[src/pipe_pkg.sv]
package pipe_pkg;

    localparam int ISA_WIDTH           = 32;                      // data word width
    localparam int REG_FILE_ADDR_WIDTH = 5;                       // 32 registers
    localparam int SWITCH_CNT          = 16;                      // toggle switches on the board
    localparam int DMEM_DEPTH          = 256;                     // data ram words
    localparam int DMEM_ADDR_WIDTH     = $clog2(DMEM_DEPTH);      // word index bits
    localparam int DMEM_IDX_LSB        = 2;                       // byte address to word index

    localparam logic [ISA_WIDTH-1:0] IO_INPUT_ADDR = 32'hFFFF_FC70;  // load here reads user input

    // next state of the wb stage chosen each cycle
    typedef enum logic [1:0] {
        HAZD_CTL_NORMAL = 2'd0,                                   // advance
        HAZD_CTL_RETRY  = 2'd1,                                   // hold while waiting for input
        HAZD_CTL_NO_OP  = 2'd2                                    // kill the current item
    } hazd_ctl_e;

    typedef struct packed {
        logic                           no_op;                    // item already cancelled upstream
        logic                           reg_write_enable;
        logic                           mem_read_enable;          // load
        logic                           mem_write_enable;         // store
        logic [ISA_WIDTH-1:0]           alu_result;               // result or byte address
        logic [ISA_WIDTH-1:0]           store_data;
        logic [REG_FILE_ADDR_WIDTH-1:0] dest_reg_idx;
    } mem_stage_t;

    typedef struct packed {
        logic                           no_op;                    // suppresses the register write
        logic                           reg_write_enable;
        logic                           mem_read_enable;          // picks mem_read_data on write-back
        logic [ISA_WIDTH-1:0]           alu_result;
        logic [ISA_WIDTH-1:0]           mem_read_data;            // ram word or user input
        logic [REG_FILE_ADDR_WIDTH-1:0] dest_reg_idx;
    } wb_stage_t;

    typedef struct packed {
        logic                           valid;                    // a real write is in wb
        logic [REG_FILE_ADDR_WIDTH-1:0] dest_reg_idx;
        logic [ISA_WIDTH-1:0]           value;                    // write-back value
    } fwd_t;

endpackage
[src/general_reg.sv]
`timescale 1ns/1ps

module general_reg (
    input  logic                                     clk,
    input  logic                                     rst_n,
    input  pipe_pkg::wb_stage_t                      wb,       // from mem_wb_reg
    input  logic [pipe_pkg::REG_FILE_ADDR_WIDTH-1:0] rd_idx,   // read port index
    output logic [pipe_pkg::ISA_WIDTH-1:0]           rd_data,  // combinational read
    output pipe_pkg::fwd_t                           fwd       // write-back bundle for forwarding
);
    import pipe_pkg::*;

    localparam int REG_CNT = 1 << REG_FILE_ADDR_WIDTH;

    logic [ISA_WIDTH-1:0] regs [REG_CNT];
    logic [ISA_WIDTH-1:0] wb_value;
    logic                 wr_fire;

    // load data or alu result
    assign wb_value = wb.mem_read_enable ? wb.mem_read_data : wb.alu_result;

    // r0 is never written
    assign wr_fire = wb.reg_write_enable & ~wb.no_op & (wb.dest_reg_idx != '0);

    always_ff @(posedge clk or negedge rst_n) begin
        if (!rst_n) begin
            for (int i = 0; i < REG_CNT; i++) begin
                regs[i] <= '0;
            end
        end else if (wr_fire) begin
            regs[wb.dest_reg_idx] <= wb_value;
        end
    end

    assign rd_data = regs[rd_idx];                           // r0 stays zero from reset

    assign fwd.valid        = wr_fire;
    assign fwd.dest_reg_idx = wb.dest_reg_idx;
    assign fwd.value        = wb_value;                      // same value the array gets

endmodule

[config.mk]
export PLATFORM = sky130hd
export DESIGN_NAME = general_reg
export DESIGN_NICKNAME = d
export VERILOG_FILES = /design/src/pipe_pkg.sv /design/src/general_reg.sv
export SDC_FILE = /design/constraint.sdc
export NUM_CORES = 2
export LEC_CHECK = 0
export BUFFER_PORTS_ARGS = -buffer_cell sky130_fd_sc_hd__buf_2
export CORE_ASPECT_RATIO = 1.75
export CORE_MARGIN = 3
export CORE_UTILIZATION = 60
export DETAILED_ROUTE_END_ITERATION = 8
export HOLD_SLACK_MARGIN = 0.06
export PLACE_DENSITY_LB_ADDON = 0.12
export SLEW_MARGIN = 20
export SYNTH_ARGS = -nofsm -noshare
export SYNTH_HDL_FRONTEND = slang
export SYNTH_SLANG_ARGS = --single-unit
[constraint.sdc]
create_clock -name clk -period 3.3 [get_ports clk]
set_clock_uncertainty 0.05 [all_clocks]
set_input_delay 0.165 -clock clk [delete_from_list [all_inputs] [get_ports clk]]
set_output_delay 0.165 -clock clk [all_outputs]
set_load 0.05 [all_outputs]
### After elaboration in Yosys (flattened, before gate mapping)

Cells that the tools add are included.

| storage, ports and cells | value |
|---|---|
| input port bits | 79 |
| register bits | 1024 |

| cells by class | value |
|---|---|
| reduce and logical (&&, ||, !) cells | 2 |
| order comparisons | 3 |
| bitwise logic cells | 5 |
| multiplexer cells | 7 |

Operators by type and width:

| operator | number |
|---|---|
| bitwise mux 1024 bit | 1 |
| binary-select mux 32 bit (select 5 bit) | 1 |
| demux 32 bit (select 5 bit) | 1 |
| 2-to-1 mux 32 bit | 4 |
| greater-or-equal comparator 6 bit, second input constant | 2 |
| NOT 5 -> 6 bit | 2 |
| < comparator 6 x 1 -> 1 bit, second input constant | 1 |
| nonzero test 5 bit | 1 |
| bitwise AND 1 bit | 2 |
| logical AND 1 bit | 1 |
| NOT 1 bit | 1 |

### Depth between registers and ports, before layout

| depth | value |
|---|---|
| depth in word-level cells | 6 |
| depth in mapped cells | 8 |
| mapped depth without buffers | 5 |

### Worst setup path after synthesis

Ideal clock, no wire load.

| timing path | value |
|---|---|
| path type | input -> output |
| from | input rd_idx[1] in the netlist's numbering |
| to | output rd_data[16] in the netlist's numbering |
| arrival | 1768 ps |
| setup slack | 1317 ps |
| stages on the path | 8 |
| cells stage by stage | buf_2 buf_2 buf_4 buf_2 mux2i_1 a22oi_1 a31oi_1 nand3_1 |

| between the ends | value |
|---|---|
| word-level cells in the longest chain between the ends | 4 |

RTL lines:

| element | RTL line | source |
|---|---|---|
| start: declaration | general_reg.sv:7 | `input logic [pipe_pkg::REG_FILE_ADDR_WIDTH-1:0] rd_idx,` |
| NOT 5 -> 6 bit (implied by the code) | general_reg.sv:35 | `assign rd_data = regs[rd_idx];` |
| binary-select mux 32 bit (select 5 bit) | general_reg.sv:35 |  |
| 2-to-1 mux 32 bit (implied by the code) (2 in a row) | general_reg.sv:35 |  |
| end: declaration | general_reg.sv:8 | `output logic [pipe_pkg::ISA_WIDTH-1:0] rd_data,` |

Every way passes these cells. The select of a mux whose other input is x is not followed.

==> metrics.md <==
| Metric | Value |
|---|---|
| Status | `finished clean` |
| Avg Cell Area, Syn | `9.84 µm²` |
| Filler cells | `5,739` |
| Area Growth Syn to Fin | `13.9%` |
| Worst hold path class | `input port to async pin` |
| Slew at the pin with the worst max-slew slack | `1.08 ns` |
| Count of antenna-violating nets left after detailed routing | `0` |
| Final wirelength | `134 mm` |
| Top reg by flops | `regs` |
| Dominant combinational cell family by area after synthesis | `compound AO/OA/AOI/OAI gates` |
| Most used flip-flop cell after synthesis | `sky130_fd_sc_hd__dfrtp_1` |
| Capture point of the worst reg-to-reg path | `regs[748]$_DFFE_PN0P_` |
| IR drop worst, VDD | `0.552 mV` |
| Total iterations of the first detailed-routing run | `6` |
| Startpoint of the lowest-slack register-to-register path | `regs[748]$_DFFE_PN0P_` |
| Min cycle time layout | `2.68 ns` |
| Antenna violations before repair | `5` |
| Total inserted antenna cells | `0` |
| Hold Worst Slack | `0.0563 ns` |
| Warnings, synthesis | `0` |
| Worst slew slack as a fraction of its limit | `27.7%` |
| Number of gates resized after cts | `0` |
| Nets | `4,726` |
| Startpoint of the worst setup timing path | `wb[69]` |
| Deepest clock path buffer count | `3` |
| Worst reg2reg setup slack | `2.51 ns` |
| Routed vias | `34,400` |
| Detail-routed net length per standard cell | `23.5 µm` |
| Netlist cell types | `33` |
| Post-synthesis share of cell area spent on and, or, nand and nor gates | `11.5%` |
| Final hold violation count | `0` |
| Synthesized netlist cell count | `4,618` |
| Multiplexer fraction of the synthesized cell area | `12.0%` |
| Class of the most critical setup path | `input port to output port` |
| GP Congestion | `0.803` |
| Initial cell density of the core | `61.0%` |
| Static Leak | `24.4 nW` |
| Number of flip-flops under the largest register name | `1,024` |
| Final design utilization | `69.5%` |
| Final-report setup violation count | `0` |
| Number of DRC violations after detailed routing | `0` |
| Largest regs | `regs: 1024 flops` |
| Fraction of the mapped netlist area in compound gates | `15.5%` |
| Endpoint type of the worst setup path | `output port` |
| Flip-flop and latch count after synthesis | `1,024` |
| Period Utilization, post-route | `81.2%` |
| Pin count of the biggest net entering global routing | `99` |
| Area inside the core boundary | `0.0745 mm²` |
| Die width | `214 µm` |
| Number of core rows | `132` |
| Number of setup buffers added after CTS | `0` |
| Cells on worst reg2reg path | `2` |
| Total GRT Usage | `34.3%` |
| Summed negative setup slack over all endpoints | `0 ns` |
| Total global routing overflow | `0` |
| H-tree level count | `3` |
| Num Clock Sinks | `1,024` |
| Area used by multi-input combinational logic | `0.0181 mm²` |
| Achievable frequency | `373 MHz` |
| Area taken by flip-flops and latches | `0.0256 mm²` |
| Setup repair after global routing missed its margin | `no` |
| Final instance area | `0.0517 mm²` |
| Syn Std Cell Area | `0.0454 mm²` |
| Fin. max-slew vios | `0` |
| Syn nets | `4,697` |
| First-pass GRT wire length | `207 mm` |
| Vertical die dimension | `370 µm` |
| Area of placed instances | `0.0479 mm²` |
| Number of global-route vias before repair | `34,500` |
| Largest fanout on the critical path | `32` |
| Max-cap viol count | `0` |
| Via count normalized by instance count | `6.01` |
| Total of buffers placed on input and output ports | `148` |
| Number of synthesized flops with an enable pin | `0` |
| PwrDens | `615 mW/mm²` |
| Crit start category | `input port` |
| Area of the die | `0.0792 mm²` |
| Fraction of final layout cells with drive strength greater than 1 | `12.1%` |
| Adder-Cell Fraction of Synth Area | `0%` |
| Critical path required time | `3.08 ns` |
| Clock root cell | `sky130_fd_sc_hd__clkbuf_16` |
| Dpl ws | `0.624 ns` |
| Later-pin clock latency in the skew report | `0.68 ns` |
| Fraction of synthesized cell area in xor and xnor cells | `0%` |
| Detailed router's first-iteration violation count | `2,986` |
| Hold Buf Count CTS | `73` |
| Final critical-path setup slack | `0.619 ns` |
| Share of flip-flops with an asynchronous set or reset after synthesis | `100%` |
| Total half-perimeter wirelength after legalization and detailed placement | `78.4 mm` |
| Clock tree from TritonCTS | `built` |
| Clock buffers created by TritonCTS | `91` |
| Seq/Total Area, Yosys | `56.4%` |
| Total I/O pin count | `149` |
| Arrival @ worst endpoint | `2.47 ns` |
| Clock transition at the register clock pins on the worst setup and hold paths after CTS | `0.06 ns` |
-- final cells by class --
type                       instances  share of cell area (%)
multi-input combinational       3099                    35.0
tap                             1005                    2.43
clock inverter                    27                   0.595
inverter                          32                   0.232
sequential                      1024                    49.5
clock buffer                     138                    5.33
timing repair buffer             399                    6.87
-- through the flow --
step | instances | total power, mW
after floorplan | 4618 | 19.2
after global placement | 5486 | 20.7
after detailed placement | 5486 | 20.9
after CTS | 5724 | 31.9
after global routing | 5724 | 33.3
final | 5724 | 31.8
-- cells in the mapped netlist, drive strengths merged, types with 5 or more instances --
cell / number / area share, %
a21oi: 609 / 6.9
a22o: 64 / 1.2
a22oi: 96 / 1.6
a31oi: 32 / 0.44
buf: 162 / 1.9
clkbuf: 301 / 2.5
dfrtp: 1024 / 56
inv: 32 / 0.26
mux2i: 544 / 12
nand2: 582 / 4.8
nand2b: 5 / 0.069
nand3: 106 / 1.2
nand4: 7 / 0.12
nor2: 523 / 4.4
nor2b: 7 / 0.096
nor3: 36 / 0.44
nor4: 5 / 0.23
o21ai: 480 / 5.3
-- cell usage in the layout, fill, tap and decap left out, types with 9 or more instances in the layout --
cell type,count
sky130_fd_sc_hd__nor2_1,514
sky130_fd_sc_hd__mux2i_1,512
sky130_fd_sc_hd__a31oi_1,32
sky130_fd_sc_hd__clkbuf_8,24
sky130_fd_sc_hd__a22o_1,64
sky130_fd_sc_hd__inv_1,32
sky130_fd_sc_hd__clkinv_2,13
sky130_fd_sc_hd__mux2i_4,14
sky130_fd_sc_hd__buf_12,58
sky130_fd_sc_hd__a21oi_2,28
sky130_fd_sc_hd__nor2_4,9
sky130_fd_sc_hd__dfrtp_1,1024
sky130_fd_sc_hd__a21oi_1,581
sky130_fd_sc_hd__nor3_1,33
sky130_fd_sc_hd__nand3_1,96
sky130_fd_sc_hd__buf_2,145
sky130_fd_sc_hd__nand2_1,578
sky130_fd_sc_hd__a22oi_1,96
sky130_fd_sc_hd__dlygate4sd3_1,73
sky130_fd_sc_hd__buf_4,121
sky130_fd_sc_hd__clkbuf_1,20
sky130_fd_sc_hd__o21ai_0,480
sky130_fd_sc_hd__clkbuf_16,94
sky130_fd_sc_hd__mux2i_2,18
-- worst max path at each step --
stage,cells after the start,slack (ns),end
3_3_place_gp,6,0.72,regs[761]$_DFFE_PN0P_
2_1_floorplan,8,1.32,rd_data[16]
6_report,7,0.62,fwd[3]
3_5_place_dp,6,0.62,regs[760]$_DFFE_PN0P_
4_1_cts,7,0.65,fwd[3]
5_1_grt,7,0.54,fwd[9]
-- worst max-delay path, cell delays in order --
cell and delay (ns):
sky130_fd_sc_hd__buf_4 0.33, sky130_fd_sc_hd__buf_4 0.34, sky130_fd_sc_hd__mux2i_2 0.25, sky130_fd_sc_hd__dlygate4sd3_1 0.58
sky130_fd_sc_hd__buf_4 0.32, sky130_fd_sc_hd__inv_1 0.22, sky130_fd_sc_hd__buf_2 0.26
-- cells by family after synthesis --
| logic type | Yosys count |
|---|---|
| buffers and inverters | 495 |
| muxes | 544 |
| DFF | 1024 |
| AOI/OAI and AO/OA | 1281 |
| and+or+nand+nor | 1274 |
-- metal layers --
layer / routed length (µm) / track usage, % / vias up / part of all wire [%]
met1: 53800 / 43.9 / 17000 / 40
met4: 5800 / 14.3 / 0 / 4.3
met5: 0 / 0 / - / 0
met2: 66600 / 58.9 / 1188 / 50
li1: - / - / 15800 / -
met3: 8270 / 4.90 / 329 / 6.1
-- where the power goes --
| part | total, mW | leakage [nW] | internal, mW | switching [mW] |
|---|---|---|---|---|
| sequential | 15.7 | 13.3 | 14.6 | 1.10 |
| clock | 11.0 | 1.51 | 6.17 | 4.82 |
| combinational | 5.14 | 9.60 | 2.07 | 3.07 |
(Power assumes the default switching activity.)
