--- config.mk ---
export PLATFORM = sky130hd
export DESIGN_NAME = input_unit
export DESIGN_NICKNAME = d
export VERILOG_FILES = /design/src/pipe_pkg.sv /design/src/input_unit.sv
export SDC_FILE = /design/constraint.sdc
export NUM_CORES = 1
export LEC_CHECK = 0
export BUFFER_PORTS_ARGS = -buffer_cell sky130_fd_sc_hd__buf_2
export CELL_PAD_IN_SITES_DETAIL_PLACEMENT = 0
export CELL_PAD_IN_SITES_GLOBAL_PLACEMENT = 2
export CORE_MARGIN = 8
export CORE_UTILIZATION = 27
export CTS_CLUSTER_SIZE = 30
export DETAILED_ROUTE_END_ITERATION = 16
export HOLD_SLACK_MARGIN = 0.02
export PLACE_DENSITY = 0.82
export SLEW_MARGIN = 15
export SYNTH_ARGS = -nofsm -noshare
export SYNTH_HDL_FRONTEND = slang
export SYNTH_SLANG_ARGS = --single-unit
--- constraint.sdc ---
create_clock -name clk -period 1.65 [get_ports clk]
set_input_delay 0.0825 -clock clk [delete_from_list [all_inputs] [get_ports clk]]
set_output_delay 0.0825 -clock clk [all_outputs]
set_load 0.02 [all_outputs]
--- src/pipe_pkg.sv ---
package pipe_pkg;

    localparam int ISA_WIDTH           = 32;                      // data word width
    localparam int REG_FILE_ADDR_WIDTH = 5;                       // 32 registers
    localparam int SWITCH_CNT          = 16;                      // toggle switches on the board
    localparam int DMEM_DEPTH          = 256;                     // data ram words
    localparam int DMEM_ADDR_WIDTH     = $clog2(DMEM_DEPTH);      // word index bits
    localparam int DMEM_IDX_LSB        = 2;                       // byte address to word index

    localparam logic [ISA_WIDTH-1:0] IO_INPUT_ADDR = 32'hFFFF_FC70;  // load here reads user input

    // next state of the wb stage chosen each cycle
    typedef enum logic [1:0] {
        HAZD_CTL_NORMAL = 2'd0,                                   // advance
        HAZD_CTL_RETRY  = 2'd1,                                   // hold while waiting for input
        HAZD_CTL_NO_OP  = 2'd2                                    // kill the current item
    } hazd_ctl_e;

    typedef struct packed {
        logic                           no_op;                    // item already cancelled upstream
        logic                           reg_write_enable;
        logic                           mem_read_enable;          // load
        logic                           mem_write_enable;         // store
        logic [ISA_WIDTH-1:0]           alu_result;               // result or byte address
        logic [ISA_WIDTH-1:0]           store_data;
        logic [REG_FILE_ADDR_WIDTH-1:0] dest_reg_idx;
    } mem_stage_t;

    typedef struct packed {
        logic                           no_op;                    // suppresses the register write
        logic                           reg_write_enable;
        logic                           mem_read_enable;          // picks mem_read_data on write-back
        logic [ISA_WIDTH-1:0]           alu_result;
        logic [ISA_WIDTH-1:0]           mem_read_data;            // ram word or user input
        logic [REG_FILE_ADDR_WIDTH-1:0] dest_reg_idx;
    } wb_stage_t;

    typedef struct packed {
        logic                           valid;                    // a real write is in wb
        logic [REG_FILE_ADDR_WIDTH-1:0] dest_reg_idx;
        logic [ISA_WIDTH-1:0]           value;                    // write-back value
    } fwd_t;

endpackage
--- src/input_unit.sv ---
`timescale 1ns/1ps

module input_unit (
    input  logic                           clk,
    input  logic                           rst_n,
    input  logic                           keypad_valid,    // one-cycle strobe from the keypad
    input  logic [pipe_pkg::ISA_WIDTH-1:0] keypad_data,     // word typed by the user
    input  logic                           switch_confirm,  // one-cycle strobe when switches are set
    input  logic                           consume,         // wb stage took the input
    output logic                           input_complete,  // an input word is waiting
    output logic                           switch_enable,   // 1 for switches, 0 for keypad
    output logic [pipe_pkg::ISA_WIDTH-1:0] keypad_word      // latched keypad word
);
    import pipe_pkg::*;

    logic [ISA_WIDTH-1:0] keypad_q;                          // keypad payload

    always_ff @(posedge clk or negedge rst_n) begin
        if (!rst_n) begin
            input_complete <= 1'b0;
            switch_enable  <= 1'b0;
        end else begin
            if (consume) begin
                input_complete <= 1'b0;                      // word was used, wait for next
            end
            // a fresh strobe wins over consume in the same cycle
            if (keypad_valid) begin
                input_complete <= 1'b1;
                switch_enable  <= 1'b0;
            end else if (switch_confirm) begin
                input_complete <= 1'b1;
                switch_enable  <= 1'b1;
            end
        end
    end

    always_ff @(posedge clk) begin
        if (keypad_valid) begin
            keypad_q <= keypad_data;                         // hold until the next keypad strobe
        end
    end

    assign keypad_word = keypad_q;

endmodule

After elaboration in Yosys (flattened, before gate mapping)
Cells that the tools add are included.
Widths: inputs -> output; s select.
{ "word_totals": {"reg_bits": 34, "latch_bits": 0, "mem_bits_rw": 0, "rom_bits": 0, "out_inout_bits": 34, "word_cells": 10, "mem_count": 0} }
{ "op_classes": {"addsub": 0, "mul": 0, "div_mod_pow": 0, "magnitude_cmp": 0, "eq_ne": 0, "n_shift": 0, "muxes": 5, "bitwise": 0, "reduce_logical": 2} }
{ "ops": {"columns": ["operator", "count"], "rows": [
  ["$mux 1", 5],
  ["$reduce_bool 3->1", 1],
  ["$reduce_bool 2->1", 1]
]} }

Longest topological paths before layout
Gate-level depths: netlist of the first run.
{ "depth": {"ltp_word": 3, "mapped_depth": 2, "ltp_nobuf": 2} }

Least setup slack after synthesis of the first run
Ideal clock, no wire load.
{ "synth_timing": {"path_kind": "register -> register", "from": "register, netlist name switch_enable", "to": "register switch_enable", "setup_time_ns": 0.116, "arrival_ns": 0.573, "slack_ns": 0.961, "stages_incl_launch_ff": 3, "synth_period_minus_slack_ns": 0.689, "path_cell_list": "dfrtp_1 > nor2_1 > nor2_1"} }
{ "synth_lines": {"columns": ["element", "line_no", "text"], "rows": [
  ["to (signal assigned)", "input_unit.sv:21", "switch_enable <= 1'b0;"],
  ["to (signal assigned)", "input_unit.sv:29", "switch_enable <= 1'b0;"],
  ["to (signal assigned)", "input_unit.sv:32", "switch_enable <= 1'b1;"],
  ["to (decl)", "input_unit.sv:11", "output logic switch_enable,"]
]} }

Worst setup path after layout of the first run
{ "layout_timing": {"from": "register keypad_q[20] (netlist: keypad_word[20])", "to": "output keypad_word[20] in the netlist's numbering"} }
{ "layout_lines": {"columns": ["element", "line_no", "text"], "rows": [
  ["from (decl)", "input_unit.sv:16", "logic [ISA_WIDTH-1:0] keypad_q;"],
  ["from (signal assigned)", "input_unit.sv:39", "keypad_q <= keypad_data;"],
  ["to (decl)", "input_unit.sv:12", "output logic [pipe_pkg::ISA_WIDTH-1:0] keypad_word"]
]} }
No word-level cell between the ends.

==> reports/results.tsv, run 1 <==
metric	value	unit
worst min path class	input port to flip-flop	
setup ws final	0.753	ns
worst reg2reg path depth	2	
Setup violations, final	0	
Total Wirelength	2750	µm
WHS Endpoint	input_complete	
post-layout minimum cycle time	0.897	ns
I/O pin count	71	
later-pin clock latency in the skew report	0.27	ns
Net Count, Synth	76	
Via Count	760	
PD cells	981	mW/mm²
largest net degree at the start of global routing	20	
Final Cycle Share	54.4	%
total iterations of the first detailed-routing run	4	
Worst R2R Start	switch_enable	
Max Cap Viol	0	
Post-Route Hold Slack	0.0378	ns
initial core utilization	28.2	%
Core Area	0.00366	mm²
RSZ-0062 raised after global routing	false	
gr ovfl total	0	
die height	77.8	µm
Die Footprint	0.00605	mm²
Synth area leaders	edfxtp_1 93%, dfrtp_1 4.9%, nor2_1 1.1%	
maximum VDD drop	0.476	mV
hold_buf cts	34	
Buf/Inv on CP	1	
library cells used by synthesis	5	
final net count	188	
CTS Buf Count	5	
Hold Startpoint	switch_confirm	
pre-CTS setup slack	0.721	ns
Std-Cell Rows	22	
crit path max fanout	1	
R2R Setup Slk	1.02	ns
Yosys reg bits	34	
Final Util	51.3	%
clock-pin transition on the worst setup and hold timing paths	0.06	ns
Placement Cell Area	0.00146	mm²
global placement routability congestion	0.611	
CP required	1.57	ns
Setup CP Type	flip-flop to primary output	
Via density	3.82	
WHS Path Cells	3	
Antenna Cells	0	
Final Max Tran Viols	0	
reg2reg end	switch_enable	
HPWL after detailed placement	1980	µm
largest delay contributor family on the critical path	flip-flops	
startpoint types	flip-flop	
share of cells above drive strength 1	50.3	%
first-pass GRT wire length	4200	µm
cell accounting for the most synthesized area	edfxtp_1	
Max Fclk	1110	MHz
endpoints failing hold	0	
Arr. time, crit path	0.81	ns
area share of the largest cell type after synthesis	93.2	%
Crit-path slowest cell	edfxtp_1	
largest buffer count on any clock path	2	
PostCTS Resize Cnt	0	
Worst slew margin	76.3	%
yosys warns	0	
Levels on crit path	1	
crit path capture type	primary output	
Syn-to-layout area delta	82.2	%
leakage	0.815	nW
Die W	77.8	µm
Worst path max stage delay	0.37	ns
crit path cell chain	buf_2	
setup TNS	0	ns
GRT Total Usage	9.11	%
CTS tree	done	
Antenna Nets Post-Route	0	
Syn Area/Cell	26.4	µm²
final instance area	0.00188	mm²
Synth Cell Area	0.00103	mm²
number of fill cells	316	
Max H-tree Level	2	
Clock Sink Count	34	
clk_skew	0	ns
DR WL/cell	13.8	µm
Port Buffer Count	70	
Root Driver	clkbuf_8	
status	complete, no violations	
Post-CTS Setup Bufs	0	
drt drc	0	
register area share after synthesis	98.1	%
vias in the first global route	901	
initial antenna violation count	0	
Mapped Cells	39	
drt initial violations	52	
Worst Tran Pin Value	0.356	ns
-- tightest hold or removal path, cell delays in order --
cell and delay (ns):
buf_2 0.09, nor2_1 0.03, o21ai_1 0.06
-- where the power goes --
| part | internal [mW] | leakage, nW | switching [mW] |
|---|---|---|---|
| logic | 0.130 | 0.441 | 0.148 |
| registers | 1.02 | 0.335 | 0.0159 |
| clock network | 0.289 | 0.0383 | 0.241 |
-- cell usage after synthesis --
library cell	count
nor2_1	3
o21ai_1	1
dfrtp_1	2
edfxtp_1	32
inv_1	1
-- sequential cells by signal (all words and copies together) (netlist names) --
| signal | cells |
|---|---|
| input_complete | 1 |
| keypad_word | 32 |
| switch_enable | 1 |
-- layout make-up --
cell class              count  area [µm²]  area share [%]
flip-flops and latches     34        1010            53.8
multi-input cells           4        16.3           0.866
inverters                   1        3.75           0.200
well taps                  48        60.1            3.20
clock buffers               7        76.3            4.06
repair buffers            105         711            37.8
-- stage by stage --
step                std cells  power, mW
floorplan                  39       1.15
CTS                       199       1.87
detailed placement        158       1.27
global placement          158       1.27
global route              199       1.91
finish                    199       1.84
-- cells in the final DEF, fill, tap and decap left out --
cell type and instances:
buf_12 1, buf_2 70, clkbuf_1 2, clkbuf_8 5
dfrtp_1 2, dlygate4sd3_1 34, edfxtp_1 32, inv_1 1
nor2_1 3, o21ai_1 1
-- metal layers --
layer / share of wire, % / track usage, % / vias to the layer above
met5: 0 / 0 / -
met4: 1.1 / 3.40 / 0
met3: 8.6 / 5.30 / 4
met2: 62 / 18.4 / 31
met1: 29 / 6.56 / 354
li1: - / - / 371
-- how the worst max path moves through the flow --
| stage | to | slack (ns) | startpoint |
|---|---|---|---|
| 3_5_place_dp | keypad_word[16] | 0.72 | keypad_valid |
| 5_1_grt | keypad_word[15] | 0.71 | keypad_word[15] |
| 6_report | keypad_word[20] | 0.75 | keypad_word[20] |
| 2_1_floorplan | switch_enable | 0.96 | switch_enable |
| 3_3_place_gp | keypad_word[26] | 0.74 | keypad_valid |
| 4_1_cts | keypad_word[4] | 0.72 | keypad_word[4] |
-- cells by family after synthesis --
logic type | synth area share (%)
flip-flops | 98.1
AND/OR/NAND/NOR | 1.09
AO/OA/AOI/OAI | 0.485
buffers and inverters | 0.364
Power figures use the tool's default switching activity.
==> run 2: changes to the inputs <==
- CORE_UTILIZATION: 27 -> 25
- PLACE_DENSITY: 0.82 -> 0.77
- clock period: 1.65 -> 0.84 ns (I/O delays scaled with it)
==> run 2 against run 1 <==
Against the previous run: the flow now finishes with violations (setup timing); non-clock buffer count grew 2; power grew 110%; sequential share of layout area shrank 5.9 points; final cell count grew 2.5%; clock skew is the same; die area grew 6.3%; combinational power grew to 2.5 times the previous value; sequential power grew 100%; critical endpoint is now keypad_word[17]; largest power group unchanged.
==> reports/results.tsv, run 2 (same netlist as run 1, synthesis figures left out) <==
metric	value	unit	change
status	finished with violations		was complete, no violations
failing checks	setup timing		
drt drc	0		unchanged
leakage	0.896	nW	was 0.815 nW
most frequent cells in the layout	39 x buf_2, 35 x dlygate4sd3_1, 32 x edfxtp_1, 31 x buf_6, 5 x clkbuf_8		was 70 x buf_2, 34 x dlygate4sd3_1, 32 x edfxtp_1, 5 x clkbuf_8, 3 x nor2_1
Clock Power Share	28.3	%	was 28.8%
Internal	2.99	mW	was 1.44 mW
Worst path max stage delay	0.37	ns	about the same
CTS tree	done		unchanged
post-layout minimum cycle time	0.858	ns	
max FFs per register	32		unchanged
die height	80.2	µm	was 77.8 µm
CTS Buf Count	5		unchanged
final net count	190		was 188
gr ovfl total	0		unchanged
largest buffer count on any clock path	2		unchanged
CP required	0.80	ns	was 1.57 ns
Worst slew margin	92.3	%	was 76.3%
initial core utilization	25.8	%	was 28.2%
Worst Tran Pin Value	0.115	ns	was 0.356 ns
maximum VDD drop	1.23	mV	was 0.476 mV
initial antenna violation count	0		unchanged
Antenna Nets Post-Route	0		unchanged
PD cells	1830	mW/mm²	was 981 mW/mm²
Final Max Tran Viols	0		unchanged
Root Driver	clkbuf_8		unchanged
largest net degree at the start of global routing	19		was 20
pre-CTS setup slack	0.174	ns	was 0.721 ns
Die W	80.2	µm	was 77.8 µm
Setup violations, final	20		was 0
share of cells above drive strength 1	50.0	%	was 50.3%
crit path max fanout	1		unchanged
startpoint types	flip-flop		unchanged
Clock Sink Count	34		unchanged
met3 Track Usage GR	5.80	%	was 5.30%
clk_skew	0	ns	unchanged
Std-Cell Rows	23		was 22
largest delay contributor family on the critical path	flip-flops		unchanged
Syn-to-layout area delta	104	%	was 82.2%
GRT Total Usage	9.10	%	was 9.11%
Max Cap Viol	0		unchanged
drt initial violations	34		was 52
worst min path class	input port to asynchronous set/reset pin		was input port to flip-flop
clock-pin transition on the worst setup and hold timing paths	0.06	ns	about the same
Max H-tree Level	2		unchanged
Via Count	791		was 760
Post-Route Hold Slack	0.0716	ns	was 0.0378 ns
I/O pin count	71		unchanged
Final Util	52.7	%	was 51.3%
Pwr Total	3.85	mW	was 1.84 mW
global placement routability congestion	0.622		was 0.611
HPWL after detailed placement	2150	µm	was 1980 µm
Arr. time, crit path	0.82	ns	was 0.81 ns
Crit-path slowest cell	edfxtp_1		unchanged
endpoints failing hold	0		unchanged
met2 Resource Use GR	16.1	%	was 18.4%
sequential share of power	53.5	%	was 56.1%
Via density	3.88		was 3.82
Final Cycle Share	102	%	
Core Area	0.00400	mm²	was 0.00366 mm²
crit path capture type	primary output		unchanged
Port Buffer Count	70		unchanged
setup TNS	-0.135	ns	was 0 ns
gr busiest metal	met2		unchanged
Net Sw Power	861	µW	was 405 µW
Antenna Cells	0		unchanged
RSZ-0062 raised after global routing	true		was false
Die Footprint	0.00644	mm²	was 0.00605 mm²
switch share	22.4	%	was 22.0%
Max Fclk	1170	MHz	
later-pin clock latency in the skew report	0.27	ns	about the same
total iterations of the first detailed-routing run	4		unchanged
Total Wirelength	2910	µm	was 2750 µm
Setup CP Type	flip-flop to primary output		unchanged
Buf/Inv on CP	1		unchanged
first-pass GRT wire length	4340	µm	was 4200 µm
DR WL/cell	14.2	µm	was 13.8 µm
crit path cell chain	buf_2		unchanged
most common cell after layout, fill and taps aside	buf_2		unchanged
routing usage on met1	8.36	%	was 6.56%
vias in the first global route	893		was 901
setup ws final	-0.0183	ns	was 0.753 ns
Comb power frac	18.2	%	was 15.1%
[run 2: changes by cell type in the layout (fill, tap and decap cells not counted)]
| cell | change |
|---|---|
| clkbuf_1 | +1 |
| buf_6 | +31 |
| dlygate4sd3_1 | +1 |
| buf_12 | +1 |
| buf_2 | -31 |
[run 2: worst paths after layout]
path                                  from         endpoint  slack [ns]  cells after the start
max in group asynchronous            rst_n   input_complete        0.67                      2
min                                  rst_n    switch_enable        0.07                      2
min reg2reg                  switch_enable    switch_enable        0.53                      2
min in group clk              keypad_valid    switch_enable        0.18                      3
max reg2reg                  switch_enable    switch_enable        0.21                      2
max                        keypad_word[17]  keypad_word[17]       -0.02                      1
[run 2: area by class of cell]
class | instances | area, µm²
clock buffer | 8 | 80.1
fill | 347 | 1890
inverter | 1 | 3.75
multi-input combinational | 4 | 16.3
sequential | 34 | 1010
tap | 50 | 62.6
timing repair buffer | 107 | 935
[run 2: metrics by stage]
stage | instances | cell area [µm²]
finish | 204 | 2110
global route | 204 | 2110
CTS | 204 | 1990
detailed placement | 161 | 1480
global placement | 161 | 1480
floorplan | 39 | 1030
[run 2: repair_timing]
action | in CTS | in global routing
endpoints found under the setup margin | 31 | 34
resized for setup | 24 | 38
setup buffers | 0 | 0
endpoints found under the hold margin | 36 | 0
hold buffers | 35 | 0
[run 2: power by group through the flow]
stage	clock network [mW]	logic [mW]	registers, mW
after floorplan	0	0.00535	2.24
after global routing	1.22	0.739	2.07
after global placement	0	0.443	2.06
after CTS	1.14	0.627	2.04
after detailed placement	0	0.450	2.07
final	1.09	0.701	2.06
[run 2: metal layers]
metal	up-vias	share of wire (%)
met1	368	33
li1	378	-
met4	0	1.1
met2	40	56
met3	5	10
met5	-	0
