[config.mk]
export PLATFORM = sky130hd
export DESIGN_NAME = mem_wb_reg
export DESIGN_NICKNAME = d
export VERILOG_FILES = /design/src/pipe_pkg.sv /design/src/mem_wb_reg.sv
export SDC_FILE = /design/constraint.sdc
export NUM_CORES = 1
export LEC_CHECK = 0
export ABC_AREA = 1
export BUFFER_PORTS_ARGS = -buffer_cell sky130_fd_sc_hd__buf_2
export CAP_MARGIN = 25
export CORE_ASPECT_RATIO = 0.9
export CORE_UTILIZATION = 35
export CTS_CLUSTER_DIAMETER = 120
export DETAILED_ROUTE_END_ITERATION = 10
export HOLD_SLACK_MARGIN = 0.03
export PLACE_DENSITY = 0.71
export SLEW_MARGIN = 20
export SYNTH_ARGS = -nofsm -noshare
export SYNTH_HDL_FRONTEND = slang
export SYNTH_SLANG_ARGS = --single-unit
[constraint.sdc]
create_clock -name clk -period 0.8 [get_ports clk]
set_clock_uncertainty 0.15 [all_clocks]
set_input_delay 0.12 -clock clk [delete_from_list [all_inputs] [get_ports clk]]
set_output_delay 0.12 -clock clk [all_outputs]
set_load 0.005 [all_outputs]
[src/pipe_pkg.sv]
package pipe_pkg;

    localparam int ISA_WIDTH           = 32;                      // data word width
    localparam int REG_FILE_ADDR_WIDTH = 5;                       // 32 registers
    localparam int SWITCH_CNT          = 16;                      // toggle switches on the board
    localparam int DMEM_DEPTH          = 256;                     // data ram words
    localparam int DMEM_ADDR_WIDTH     = $clog2(DMEM_DEPTH);      // word index bits
    localparam int DMEM_IDX_LSB        = 2;                       // byte address to word index

    localparam logic [ISA_WIDTH-1:0] IO_INPUT_ADDR = 32'hFFFF_FC70;  // load here reads user input

    // next state of the wb stage chosen each cycle
    typedef enum logic [1:0] {
        HAZD_CTL_NORMAL = 2'd0,                                   // advance
        HAZD_CTL_RETRY  = 2'd1,                                   // hold while waiting for input
        HAZD_CTL_NO_OP  = 2'd2                                    // kill the current item
    } hazd_ctl_e;

    typedef struct packed {
        logic                           no_op;                    // item already cancelled upstream
        logic                           reg_write_enable;
        logic                           mem_read_enable;          // load
        logic                           mem_write_enable;         // store
        logic [ISA_WIDTH-1:0]           alu_result;               // result or byte address
        logic [ISA_WIDTH-1:0]           store_data;
        logic [REG_FILE_ADDR_WIDTH-1:0] dest_reg_idx;
    } mem_stage_t;

    typedef struct packed {
        logic                           no_op;                    // suppresses the register write
        logic                           reg_write_enable;
        logic                           mem_read_enable;          // picks mem_read_data on write-back
        logic [ISA_WIDTH-1:0]           alu_result;
        logic [ISA_WIDTH-1:0]           mem_read_data;            // ram word or user input
        logic [REG_FILE_ADDR_WIDTH-1:0] dest_reg_idx;
    } wb_stage_t;

    typedef struct packed {
        logic                           valid;                    // a real write is in wb
        logic [REG_FILE_ADDR_WIDTH-1:0] dest_reg_idx;
        logic [ISA_WIDTH-1:0]           value;                    // write-back value
    } fwd_t;

endpackage
[src/mem_wb_reg.sv]
`timescale 1ns/1ps

module mem_wb_reg (
    input  logic                            clk,
    input  logic                            rst_n,
    input  pipe_pkg::hazd_ctl_e             hazard_control,  // from hazard_unit
    input  logic                            ignore_no_op,    // from hazard_unit
    input  pipe_pkg::mem_stage_t            mem_in,          // item in the memory stage
    input  logic [pipe_pkg::ISA_WIDTH-1:0]  mem_read_data,   // from data_mem
    input  logic                            input_select,    // load from the input port
    input  logic                            input_complete,  // user input is ready
    input  logic                            switch_enable,   // input came from switches
    input  logic [pipe_pkg::ISA_WIDTH-1:0]  keypad_word,     // from input_unit
    input  logic [pipe_pkg::SWITCH_CNT-1:0] switch_map,      // raw toggle switches
    output pipe_pkg::wb_stage_t             wb               // for general_reg
);
    import pipe_pkg::*;

    logic [ISA_WIDTH-1:0] user_word;
    logic [ISA_WIDTH-1:0] read_word;

    // switches are zero-extended to a full word
    assign user_word = switch_enable ? {{(ISA_WIDTH - SWITCH_CNT){1'b0}}, switch_map}
                                     : keypad_word;

    assign read_word = (input_select && input_complete) ? user_word : mem_read_data;

    always_ff @(posedge clk or negedge rst_n) begin
        if (!rst_n) begin
            wb <= '0;                                        // all fields clear
        end else begin
            unique case (hazard_control)
                HAZD_CTL_NO_OP: begin
                    wb.no_op <= 1'b1;                        // rest of wb is don't care
                end
                HAZD_CTL_RETRY: begin
                    wb <= wb;                                // hold while waiting for input
                end
                default: begin
                    wb.no_op            <= mem_in.no_op & ~ignore_no_op;
                    wb.reg_write_enable <= mem_in.reg_write_enable;
                    wb.mem_read_enable  <= mem_in.mem_read_enable;
                    wb.alu_result       <= mem_in.alu_result;
                    wb.mem_read_data    <= read_word;
                    wb.dest_reg_idx     <= mem_in.dest_reg_idx;
                end
            endcase
        end
    end

endmodule

== After elaboration in Yosys (flattened, before gate mapping) ==
Index checks and enable logic that the tools add are counted.

* Add/subtract/negate cells: 0
* $mul: 0
* Divide/modulo/power cells: 0
* Order comparisons: 0
* Equality and inequality tests: 2
* Shifts and indexed selects: 0
* Muxes and demuxes: 3
* Bitwise operators: 2
* Reduce and logical (&&, ||, !) cells: 2

{| class="wikitable"
|+ Operators by type and width
! operator !! number
|-
| $mux W32 || 2
|-
| $eq A2 B1 Y1 const B || 1
|-
| $eq A2 B2 Y1 const B || 1
|-
| $pmux W1 S2 || 1
|-
| $reduce_or A2 Y1 || 1
|-
| $and A1 B1 Y1 || 1
|-
| $logic_and A1 B1 Y1 || 1
|-
| $not A1 Y1 || 1
|}

* Flip-flop bits (word level): 72
* Bits in latches: 0
* RAM bits: 0
* ROM bits: 0
* Output and inout port bits: 72
* Word-level logic and storage cells: 15
* Memories: 0

== Depth between registers and ports, before layout ==
Gate-level depths: netlist (run 1).

* Depth in word-level cells: 3
* Gate-level depth with buffers: 7

== Worst setup path after synthesis (run 1) ==
OpenSTA, ideal clock, no wires.

* Kind: input -> register
* Start point: in hazard_control[0]
* End point: reg wb[25] in the netlist's numbering
* Library setup time: 0.077 ns
* Arrival time: 0.950 ns
* Data required time: 0.573 ns
* Path slack: -0.377 ns
* Stages: 7
* Cells stage by stage: inv_1 > ha_1 > buf_6 > inv_4 > buf_2 > a21oi_1 > a21oi_1

* Cells in the longest elaborated chain, start to end: 2
* Elaborated cells between the ends (all ways): 3

{| class="wikitable"
|+ RTL lines
! item !! RTL line !! text
|-
| start: declaration || mem_wb_reg.sv:6 || <nowiki>input pipe_pkg::hazd_ctl_e hazard_control,</nowiki>
|-
| $eq A2 B1 Y1 / $eq A2 B2 Y1 (equally long branches) || mem_wb_reg.sv:32 || <nowiki>unique case (hazard_control)</nowiki>
|-
| $reduce_or A2 Y1 (no line) * || n/a ||
|-
| end signal: assignment || mem_wb_reg.sv:37 || <nowiki>wb <= wb;</nowiki>
|-
| end: declaration || mem_wb_reg.sv:15 || <nowiki>output pipe_pkg::wb_stage_t wb</nowiki>
|}

Mark *: on every way between the ends. The rest lies on a longest branch, timed or not.
A chain may end at the register's enable or synchronous reset.

== Worst setup path in the final report (run 1) ==
* Start point: reg wb[4] in the netlist's numbering
* End point: out wb[4] in the netlist's numbering

No word-level cell between the ends.

==> flow_summary_export.csv, run 1 <==
group,metric,value,unit
run_status,status,"finished with violations",
run_status,violations,"negative hold slack, negative setup slack",
sta,finalHoldViolCount,35,
flow_run,drv_cap,0,
yosys,ys_warn_count,0,
grt,antenna_found_initial,0,
yosys,synthTopCellsByArea,"dfrtp_1 54%, nand2_1 17%, a21oi_1 9.8%",
yosys,ys_seq_area_share,54.0,%
final_layout,drive_gt1_share,53.9,%
power,vdd_ir_drop_max,1.10,mV
die,die_width,105,um
setup_path,critPathMaxStageDelay,0.41,ns
power,p_int,8.03,mW
grt,grt_pass1_wl,20200,um
routing,drc,0,
routing,vias_per_cell,4.91,
place,routabilityCongestion,0.872,
final_layout,diodes,0,
cts,cts_buffers,9,
yosys,synth-main-ff-cell,"dfrtp_1",
setup_path,cp.arrival,0.89,ns
power,netSwitchingFraction,31.7,%
setup_path,ff2ff_path_depth,3,
die,pin_count,233,
worst_hold_path,hold_path_depth,3,
sta,whs,-0.134,ns
routing,drt-pass1-iter-count,4,
yosys,synthTopCellsByCount,"150 x nand2_1, 72 x dfrtp_1, 65 x a21oi_1, 35 x inv_1",
cts,hold_buffers,38,
routing,routed-via-count,4156,
setup_path,cp_cell_sequence,"buf_2",
routing,drt-initial-drc-count,159,
final_layout,post-route-util,69.3,%
sta,slew-limit-headroom,83.5,%
setup_path,crit_family,"flip-flops",
die,die_y,94.6,um
power,clockPowerShare,26.5,%
sta,fmax,0.860,GHz
setup_path,worst-path-stages,1,
yosys,yosysTopAreaCell,"dfrtp_1",
cts,cts.clk_slew.worst_paths,0.08,ns
grt,grt_usage,26.9,%
yosys,synth_top_cell_area_share,54.0,%
setup_path,path_max_fanout,2,
sta,rsz0062_at_grt,"yes",
yosys,ys_async_sr_fraction,100,%
routing,final_antenna_net_count,0,
final_layout,finalInstanceArea,6350,um2
power,p_seq_share,38.8,%
die,start_util,36.4,%
cts,root_buffer,"clkbuf_8",
power,p_switching,3.73,mW
yosys,netlist_area,3340,um2
routing,wl_per_cell,16.7,um
place,io_buffers,199,
grt,overflow,0,
yosys,synth_seq_cells,72,
grt,grt_pass1_vias,4156,
setup_path,cpMaxStageDelayCell,"dfrtp_1",
cts,cts-htree-levels,3,
yosys,syn-num-nets,582,
setup_path,end_kind,"output pin",
power,power_density,1850,nW/um2
sta,finalSetupViolations,144,
final_layout,reg_top3,"wb (72)",
yosys,avgSynthCellArea,7.96,um2
final_layout,top_register,"wb",
final_layout,largest_reg_flops,72,
grt,grt_max_degree,39,
yosys,synth.distinct_cells,14,
sta,min_period_over_period,145,%
die,coreArea,9170,um2
power,power.leakage,3.37,nW
sta,setup_ws,-0.363,ns
die,dieArea,9930,um2
cts,clock_sinks,72,
yosys,synthCells,419,
place,hpwlAfterDp,6950,um
cts,insertion_delay,0.34,ns
setup_path,crit_type,"flop to output pin",
worst_hold_path,hold_class,"input pin to flop",
yosys,yosysMostFrequentCell,"nand2_1",
cts,cts_buffer_depth,2,
routing,wirelength,14100,um
sta,tightestPinTransition,0.248,ns
setup_path,required,0.53,ns
final_layout,area_growth,90.4,%
power,share_comb_of_total_power,34.7,%
sta,layout_min_cycle_time,1.16,ns
place,placed_area,4640,um2
setup_path,cp_num_buf_inv,1,
cts,cts_tree,"yes",
final_layout,fin_nets,884,
sta,final_max_slew_viol_count,0,
die,rows,33,
yosys,synth_edf_count,0,
setup_path,cp-start-kind,"flop",
metrics by stage:
| stage | TNS (ns) | setup slack [ns] | hold slack, ns | instances | total power [mW] |
|---|---|---|---|---|---|
| floorplan | -19.18 | -0.296 | -0.326 | 419 | 5.69 |
| global placement | -37.45 | -0.577 | -0.0429 | 728 | 6.86 |
| detailed placement | -39.58 | -0.630 | -0.0360 | 728 | 6.92 |
| CTS | -35.12 | -0.367 | -0.151 | 821 | 11.1 |
| global route | -40.75 | -0.393 | -0.151 | 847 | 12.4 |
| finish | -36.94 | -0.363 | -0.134 | 847 | 11.8 |
per-layer routing:
layer / GRT usage [%] / wire (um) / up-vias
met5: 0 / 0 / -
met4: 11.2 / 406 / 0
met3: 6.35 / 930 / 39
met2: 48.2 / 7150 / 204
met1: 31.1 / 5620 / 1989
li1: - / - / 1924
power groups by stage:
stage | Clock, mW | Combinational (mW) | Sequential [mW]
after global routing | 3.37 | 4.41 | 4.60
after CTS | 3.18 | 3.42 | 4.53
after detailed placement | 0 | 2.35 | 4.57
after global placement | 0 | 2.28 | 4.57
after floorplan | 0 | 1.07 | 4.61
final | 3.12 | 4.09 | 4.56
logic make-up after synthesis:
| family | after synthesis | synth area share, % |
|---|---|---|
| DFF | 72 | 54.0 |
| buffers and inverters | 64 | 9.87 |
| AOI/OAI and AO/OA | 66 | 9.90 |
| and+or+nand+nor | 215 | 25.5 |
| adders and majority gates | 2 | 0.750 |
final timing paths:
| kind | start | endpoint | slack (ns) |
|---|---|---|---|
| max | wb[4] | wb[4] | -0.36 |
| min | mem_in[46] | wb[46] | -0.13 |
| max reg2reg | wb[36] | wb[36] | -0.15 |
| min reg2reg | wb[45] | wb[45] | 0.34 |
| max in group asynchronous | rst_n | wb[46] | 0.15 |
| min in group asynchronous | rst_n | wb[68] | 0.14 |
cell usage in the layout (no fill, tap or decap):
master and instances:
a21oi_1 23, a21oi_2 33, a21oi_4 9, buf_12 9
buf_16 7, buf_2 196, buf_4 43, buf_6 9
buf_8 1, bufinv_16 2, clkbuf_1 1, clkbuf_8 9
clkinv_2 1, clkinv_4 2, dfrtp_1 72, dlygate4sd3_1 38
ha_1 1, ha_4 1, inv_1 34, inv_12 4
inv_16 5, inv_2 1, inv_4 1, inv_8 7
nand2_1 104, nand2_2 35, nand2_4 12, nand3_1 32
nor2_1 28, nor2_2 3, nor2_4 1, o21ai_1 1
area by class of cell:
type	count	area [um2]
Fill cell	680	2810
Timing Repair Buffer	303	2170
Sequential cell	72	1800
Multi-Input combinational cell	283	1630
Timing Repair inverter	14	213
Inverter	38	169
Tap cell	122	153
Clock buffer	10	128
Clock inverter	5	82.6
repair_timing:
item                                    CTS  global route
cloned                                   19             0
endpoints found under the setup margin  144           144
buffers inserted                         21            32
endpoints found under the hold margin   144            35
gates resized for setup                  79            61
pin swaps                                 5            14
Note: power is estimated with default switching activity, not from simulation.
==> inputs of run 2 (changes only) <==
- TNS_END_PERCENT: default -> 20
==> run 2 against run 1 <==
  * The flow still finishes with violations (negative hold slack, negative setup slack)
  * Non-clock buffer count decreased by 35
  * First-iteration DRC count decreased by 0.63%
  * Worst setup slack improved by 0.021 ns
  * Clock power increased by 13%
  * Via count decreased by 11%
  * Global-route usage decreased by 5.0 points
  * Worst hold slack improved by 0.0057 ns
  * Critical path depth unchanged
  * Highest routed layer unchanged
==> flow_summary_export.csv, run 2 (synthesis results as in run 1) <==
group,metric,value,unit
routing,drc,0,
final_layout,largest_reg_flops,72,
final_layout,mostFrequentLayoutCells,"197 x buf_2, 150 x nand2_1, 72 x dfrtp_1",
sta,fmax,0.876,GHz
sta,tightestPinTransition,0.313,ns
power,vdd_ir_drop_max,0.885,mV
final_layout,fillers,802,
place,hpwlAfterDp,6870,um
routing,drt-pass1-iter-count,4,
grt,grt_usage,21.8,%
sta,whs,-0.128,ns
sta,layout_min_cycle_time,1.14,ns
run_status,status,"finished with violations",
setup_path,cp.arrival,0.87,ns
final_layout,register_area,1800,um2
setup_path,cp_num_buf_inv,1,
cts,insertion_delay,0.33,ns
grt,overflow,0,
cts,hold_buffers,39,
setup_path,path_max_fanout,2,
worst_hold_path,hold_class,"input pin to flop",
cts,cts_tree,"yes",
final_layout,fin_nets,835,
final_layout,final_common_cell,"buf_2",
cts,cts.clk_slew.worst_paths,0.08,ns
setup_path,crit_family,"flip-flops",
sta,finalHoldViolCount,34,
final_layout,area_growth,62.6,%
flow_run,drv_cap,0,
die,dieArea,9930,um2
setup_path,crit_type,"flop to output pin",
setup_path,required,0.53,ns
sta,rsz0062_at_grt,"yes",
routing,routed-via-count,3711,
routing,vias_per_cell,4.64,
place,io_buffers,199,
grt,grt_pass1_vias,3700,
grt,grt_max_degree,72,
place,routabilityCongestion,0.872,
power,power.leakage,2.94,nW
setup_path,cp-start-kind,"flop",
die,pin_count,233,
sta,setup_ws,-0.342,ns
final_layout,diodes,0,
power,p_total,10.7,mW
routing,drt-initial-drc-count,158,
final_layout,multi_input_area,1330,um2
routing,final_antenna_net_count,0,
die,rows,33,
final_layout,finalInstanceArea,5420,um2
grt,grt_pass1_wl,17100,um
cts,root_buffer,"clkbuf_8",
final_layout,drive_gt1_share,41.5,%
sta,slew-limit-headroom,79.1,%
cts,clock_sinks,72,
grt,antenna_found_initial,0,
cts,cts_buffers,9,
run_status,violations,"negative hold slack, negative setup slack",
final_layout,reg_top3,"wb (72)",
sta,min_period_over_period,143,%
final_layout,post-route-util,59.2,%
routing,wirelength,10500,um
die,start_util,36.4,%
routing,wl_per_cell,13.2,um
die,die_y,94.6,um
cts,cts-htree-levels,3,
place,placed_area,4640,um2
sta,finalSetupViolations,143,
die,die_width,105,um
setup_path,cpMaxStageDelayCell,"dfrtp_1",
setup_path,cp_cell_sequence,"buf_2",
power,power_density,1980,nW/um2
sta,tns,-28.70,ns
final_layout,top_register,"wb",
setup_path,critPathMaxStageDelay,0.40,ns
sta,final_max_slew_viol_count,0,
cts,cts_buffer_depth,2,
setup_path,end_kind,"output pin",
die,coreArea,9170,um2
==> run 2: cell types whose count changed in the layout (fill, tap and decap cells not counted), moves of 7 or more <==
cell	delta
nand2_1	+46
nand2_2	-34
buf_4	-20
nand2_4	-12
a21oi_1	+11
a21oi_4	-9
buf_6	-8
buf_16	-7
==> run 2: area by class of cell <==
type / count / area share (%)
Inverter: 38 / 3.11
Multi-Input combinational cell: 283 / 24.6
Sequential cell: 72 / 33.2
Tap cell: 122 / 2.81
Timing Repair Buffer: 268 / 31.7
Clock inverter: 5 / 1.92
Clock buffer: 11 / 2.61
==> run 2: report_power, final <==
| part | total (mW) | switching (mW) | internal [mW] |
|---|---|---|---|
| Combinational | 2.71 | 1.34 | 1.37 |
| Sequential | 4.52 | 0.313 | 4.20 |
| Clock | 3.51 | 1.35 | 2.16 |
==> run 2: worst paths after layout <==
path	from	to	slack (ns)	cells past startpoint
max	wb[45]	wb[45]	-0.34	1
min	mem_in[59]	wb[59]	-0.13	3
max reg2reg	wb[10]	wb[10]	-0.22	4
min reg2reg	wb[52]	wb[52]	0.32	2
max in group asynchronous	rst_n	wb[46]	0.15	3
min in group asynchronous	rst_n	wb[30]	0.14	3
==> run 2: repair_timing <==
action                     CTS  global route
pin swaps                    2             0
setup endpoints to repair  143           144
hold endpoints to repair   144            34
resized for setup            7             1
gates cloned                 0             0
buffers inserted             8             8
==> run 2: layer usage <==
metal / global-route usage (%) / up-vias / part of all wire [%]
met3: 4.55 / 32 / 5.0
met5: 0 / - / 0
met1: 25.1 / 1724 / 41
li1: - / 1805 / -
met2: 38.6 / 150 / 50
met4: 11.7 / 0 / 3.4
==> run 2: through the flow <==
step / std cells / setup slack (ns)
global placement: 728 / -0.578
floorplan: 419 / -0.296
CTS: 791 / -0.365
global route: 799 / -0.383
finish: 799 / -0.342
detailed placement: 728 / -0.637
==> inputs of run 3 (changes only) <==
- SKIP_LAST_GASP: default -> 1
==> run 3 against run 2 <==
  * First-iteration DRC count grew 37%
  * Design area up 3.2%
  * Critical path depth stayed put
  * Via count rose by 1.5%
  * Worst hold slack worse by 0.0051 ns
  * Sequential power hardly changed
  * Largest cell class is now buffers
  * The flow still finishes with violations (negative hold slack, negative setup slack)
  * Clock power about the same
  * Register-to-register slack is essentially flat
==> flow_summary_export.csv, run 3 (synthesis results as in run 1) <==
group,metric,value,unit
final_layout,area_growth,67.8,%
routing,drc,0,
grt,grt_usage,21.6,%
sta,slew-limit-headroom,86.1,%
setup_path,crit_type,"flop to output pin",
grt,grt_pass1_wl,16900,um
power,vdd_ir_drop_max,0.880,mV
sta,final_max_slew_viol_count,0,
setup_path,worst-path-stages,1,
sta,fmax,0.876,GHz
run_status,violations,"negative hold slack, negative setup slack",
flow_run,drv_cap,0,
cts,hold_buffers,38,
power,power.leakage,3.02,nW
cts,cts_tree,"yes",
power,p_total,11.0,mW
final_layout,final_common_cell,"buf_2",
place,place_worst_setup_slack,-0.637,ns
setup_path,cp.arrival,0.87,ns
setup_path,cp-start-kind,"flop",
place,placed_area,4640,um2
setup_path,critPathMaxStageDelay,0.40,ns
setup_path,end_kind,"output pin",
die,dieArea,9930,um2
die,rows,33,
final_layout,drive_gt1_share,42.4,%
grt,grt_pass1_vias,3700,
cts,cts-htree-levels,3,
cts,clock_sinks,72,
routing,vias_per_cell,4.66,
die,start_util,36.4,%
grt,overflow,0,
sta,whs,-0.133,ns
setup_path,crit_family,"flip-flops",
final_layout,mostFrequentLayoutCells,"196 x buf_2, 150 x nand2_1, 72 x dfrtp_1",
final_layout,finalInstanceArea,5600,um2
die,pin_count,233,
grt,grt_use_met1,24.8,%
cts,cts_buffer_depth,2,
worst_hold_path,hold_path_depth,3,
sta,setup_ws,-0.342,ns
power,power_density,1960,nW/um2
place,io_buffers,199,
setup_path,cp_num_buf_inv,1,
final_layout,largest_reg_flops,72,
cts,cts_buffers,9,
run_status,status,"finished with violations",
grt,grt_max_degree,72,
sta,finalHoldViolCount,35,
routing,wl_per_cell,13.7,um
sta,rsz0062_at_grt,"yes",
final_layout,fillers,788,
cts,root_buffer,"clkbuf_8",
final_layout,fin_nets,844,
sta,min_period_over_period,143,%
die,die_y,94.6,um
routing,drt-initial-drc-count,216,
grt,antenna_found_initial,0,
setup_path,path_max_fanout,2,
sta,tightestPinTransition,0.209,ns
routing,wirelength,11100,um
grt,use_met3,4.49,%
routing,final_antenna_net_count,0,
setup_path,ff2ff_path_depth,4,
die,coreArea,9170,um2
setup_path,cpMaxStageDelayCell,"dfrtp_1",
routing,drt-pass1-iter-count,4,
sta,finalSetupViolations,143,
die,die_width,105,um
place,hpwlAfterDp,6870,um
setup_path,required,0.53,ns
final_layout,reg_top3,"wb (72)",
cts,cts.clk_slew.worst_paths,0.08,ns
sta,layout_min_cycle_time,1.14,ns
setup_path,cp_cell_sequence,"buf_2",
cts,insertion_delay,0.33,ns
grt,grtUsageMet2,38.1,%
worst_hold_path,hold_class,"input pin to flop",
grt,top_usage_layer,"met2",
place,routabilityCongestion,0.872,
final_layout,diodes,0,
routing,routed-via-count,3766,
final_layout,top_register,"wb",
## run 3: cell types whose count changed in the layout (fill, tap and decap cells not counted), sizes merged
cell         before  now
dlygate4sd3      39   38
buf             229  232
clkinv            2    4
clkbuf           11   14
inv              38   40
## run 3: what timing repair did
item                                    CTS  global route
endpoints found under the setup margin  143           144
cloned                                    0             7
setup buffers                             8            11
endpoints found under the hold margin   144            35
pin swaps                                 0             1
gates resized for setup                   0            15
## run 3: metal layers
layer	part of all wire [%]	vias up
met3	5.3	28
met1	42	1756
met2	50	158
met5	0	-
met4	2.8	0
li1	-	1824
## run 3: layout make-up
type | instances | area (um2) | area share, %
sequential | 72 | 1800 | 32.2
tap | 122 | 153 | 2.73
multi-input combinational | 283 | 1330 | 23.8
timing repair buffer | 273 | 1840 | 32.9
clock inverter | 5 | 104 | 1.86
timing repair inverter | 4 | 45.0 | 0.805
inverter | 38 | 179 | 3.20
clock buffer | 11 | 141 | 2.53
## run 3: metrics by stage
stage                     setup TNS [ns]  std cells  utilization [%]
after global placement            -37.45        728             50.6
after detailed placement          -40.35        728             50.6
after floorplan                   -19.18        419                -
final                             -30.62        808             61.1
after CTS                         -38.52        790             58.1
after global routing              -35.09        808             61.1
## run 3: worst paths after layout
| kind | from | endpoint | slack (ns) |
|---|---|---|---|
| setup / recovery | wb[45] | wb[45] | -0.34 |
| max in group asynchronous | rst_n | wb[46] | 0.14 |
| min in group asynchronous | rst_n | wb[5] | 0.15 |
| setup reg to reg | wb[10] | wb[10] | -0.22 |
| hold reg to reg | wb[3] | wb[3] | 0.32 |
| hold / removal | mem_in[40] | wb[40] | -0.13 |
## run 3: power by group
part,total [mW],switching (mW),leakage (nW),internal [mW]
Clock,3.52,1.36,0.124,2.16
Combinational,2.92,1.42,2.05,1.50
Sequential,4.52,0.315,0.850,4.20
Total,11.0,3.10,3.02,7.86
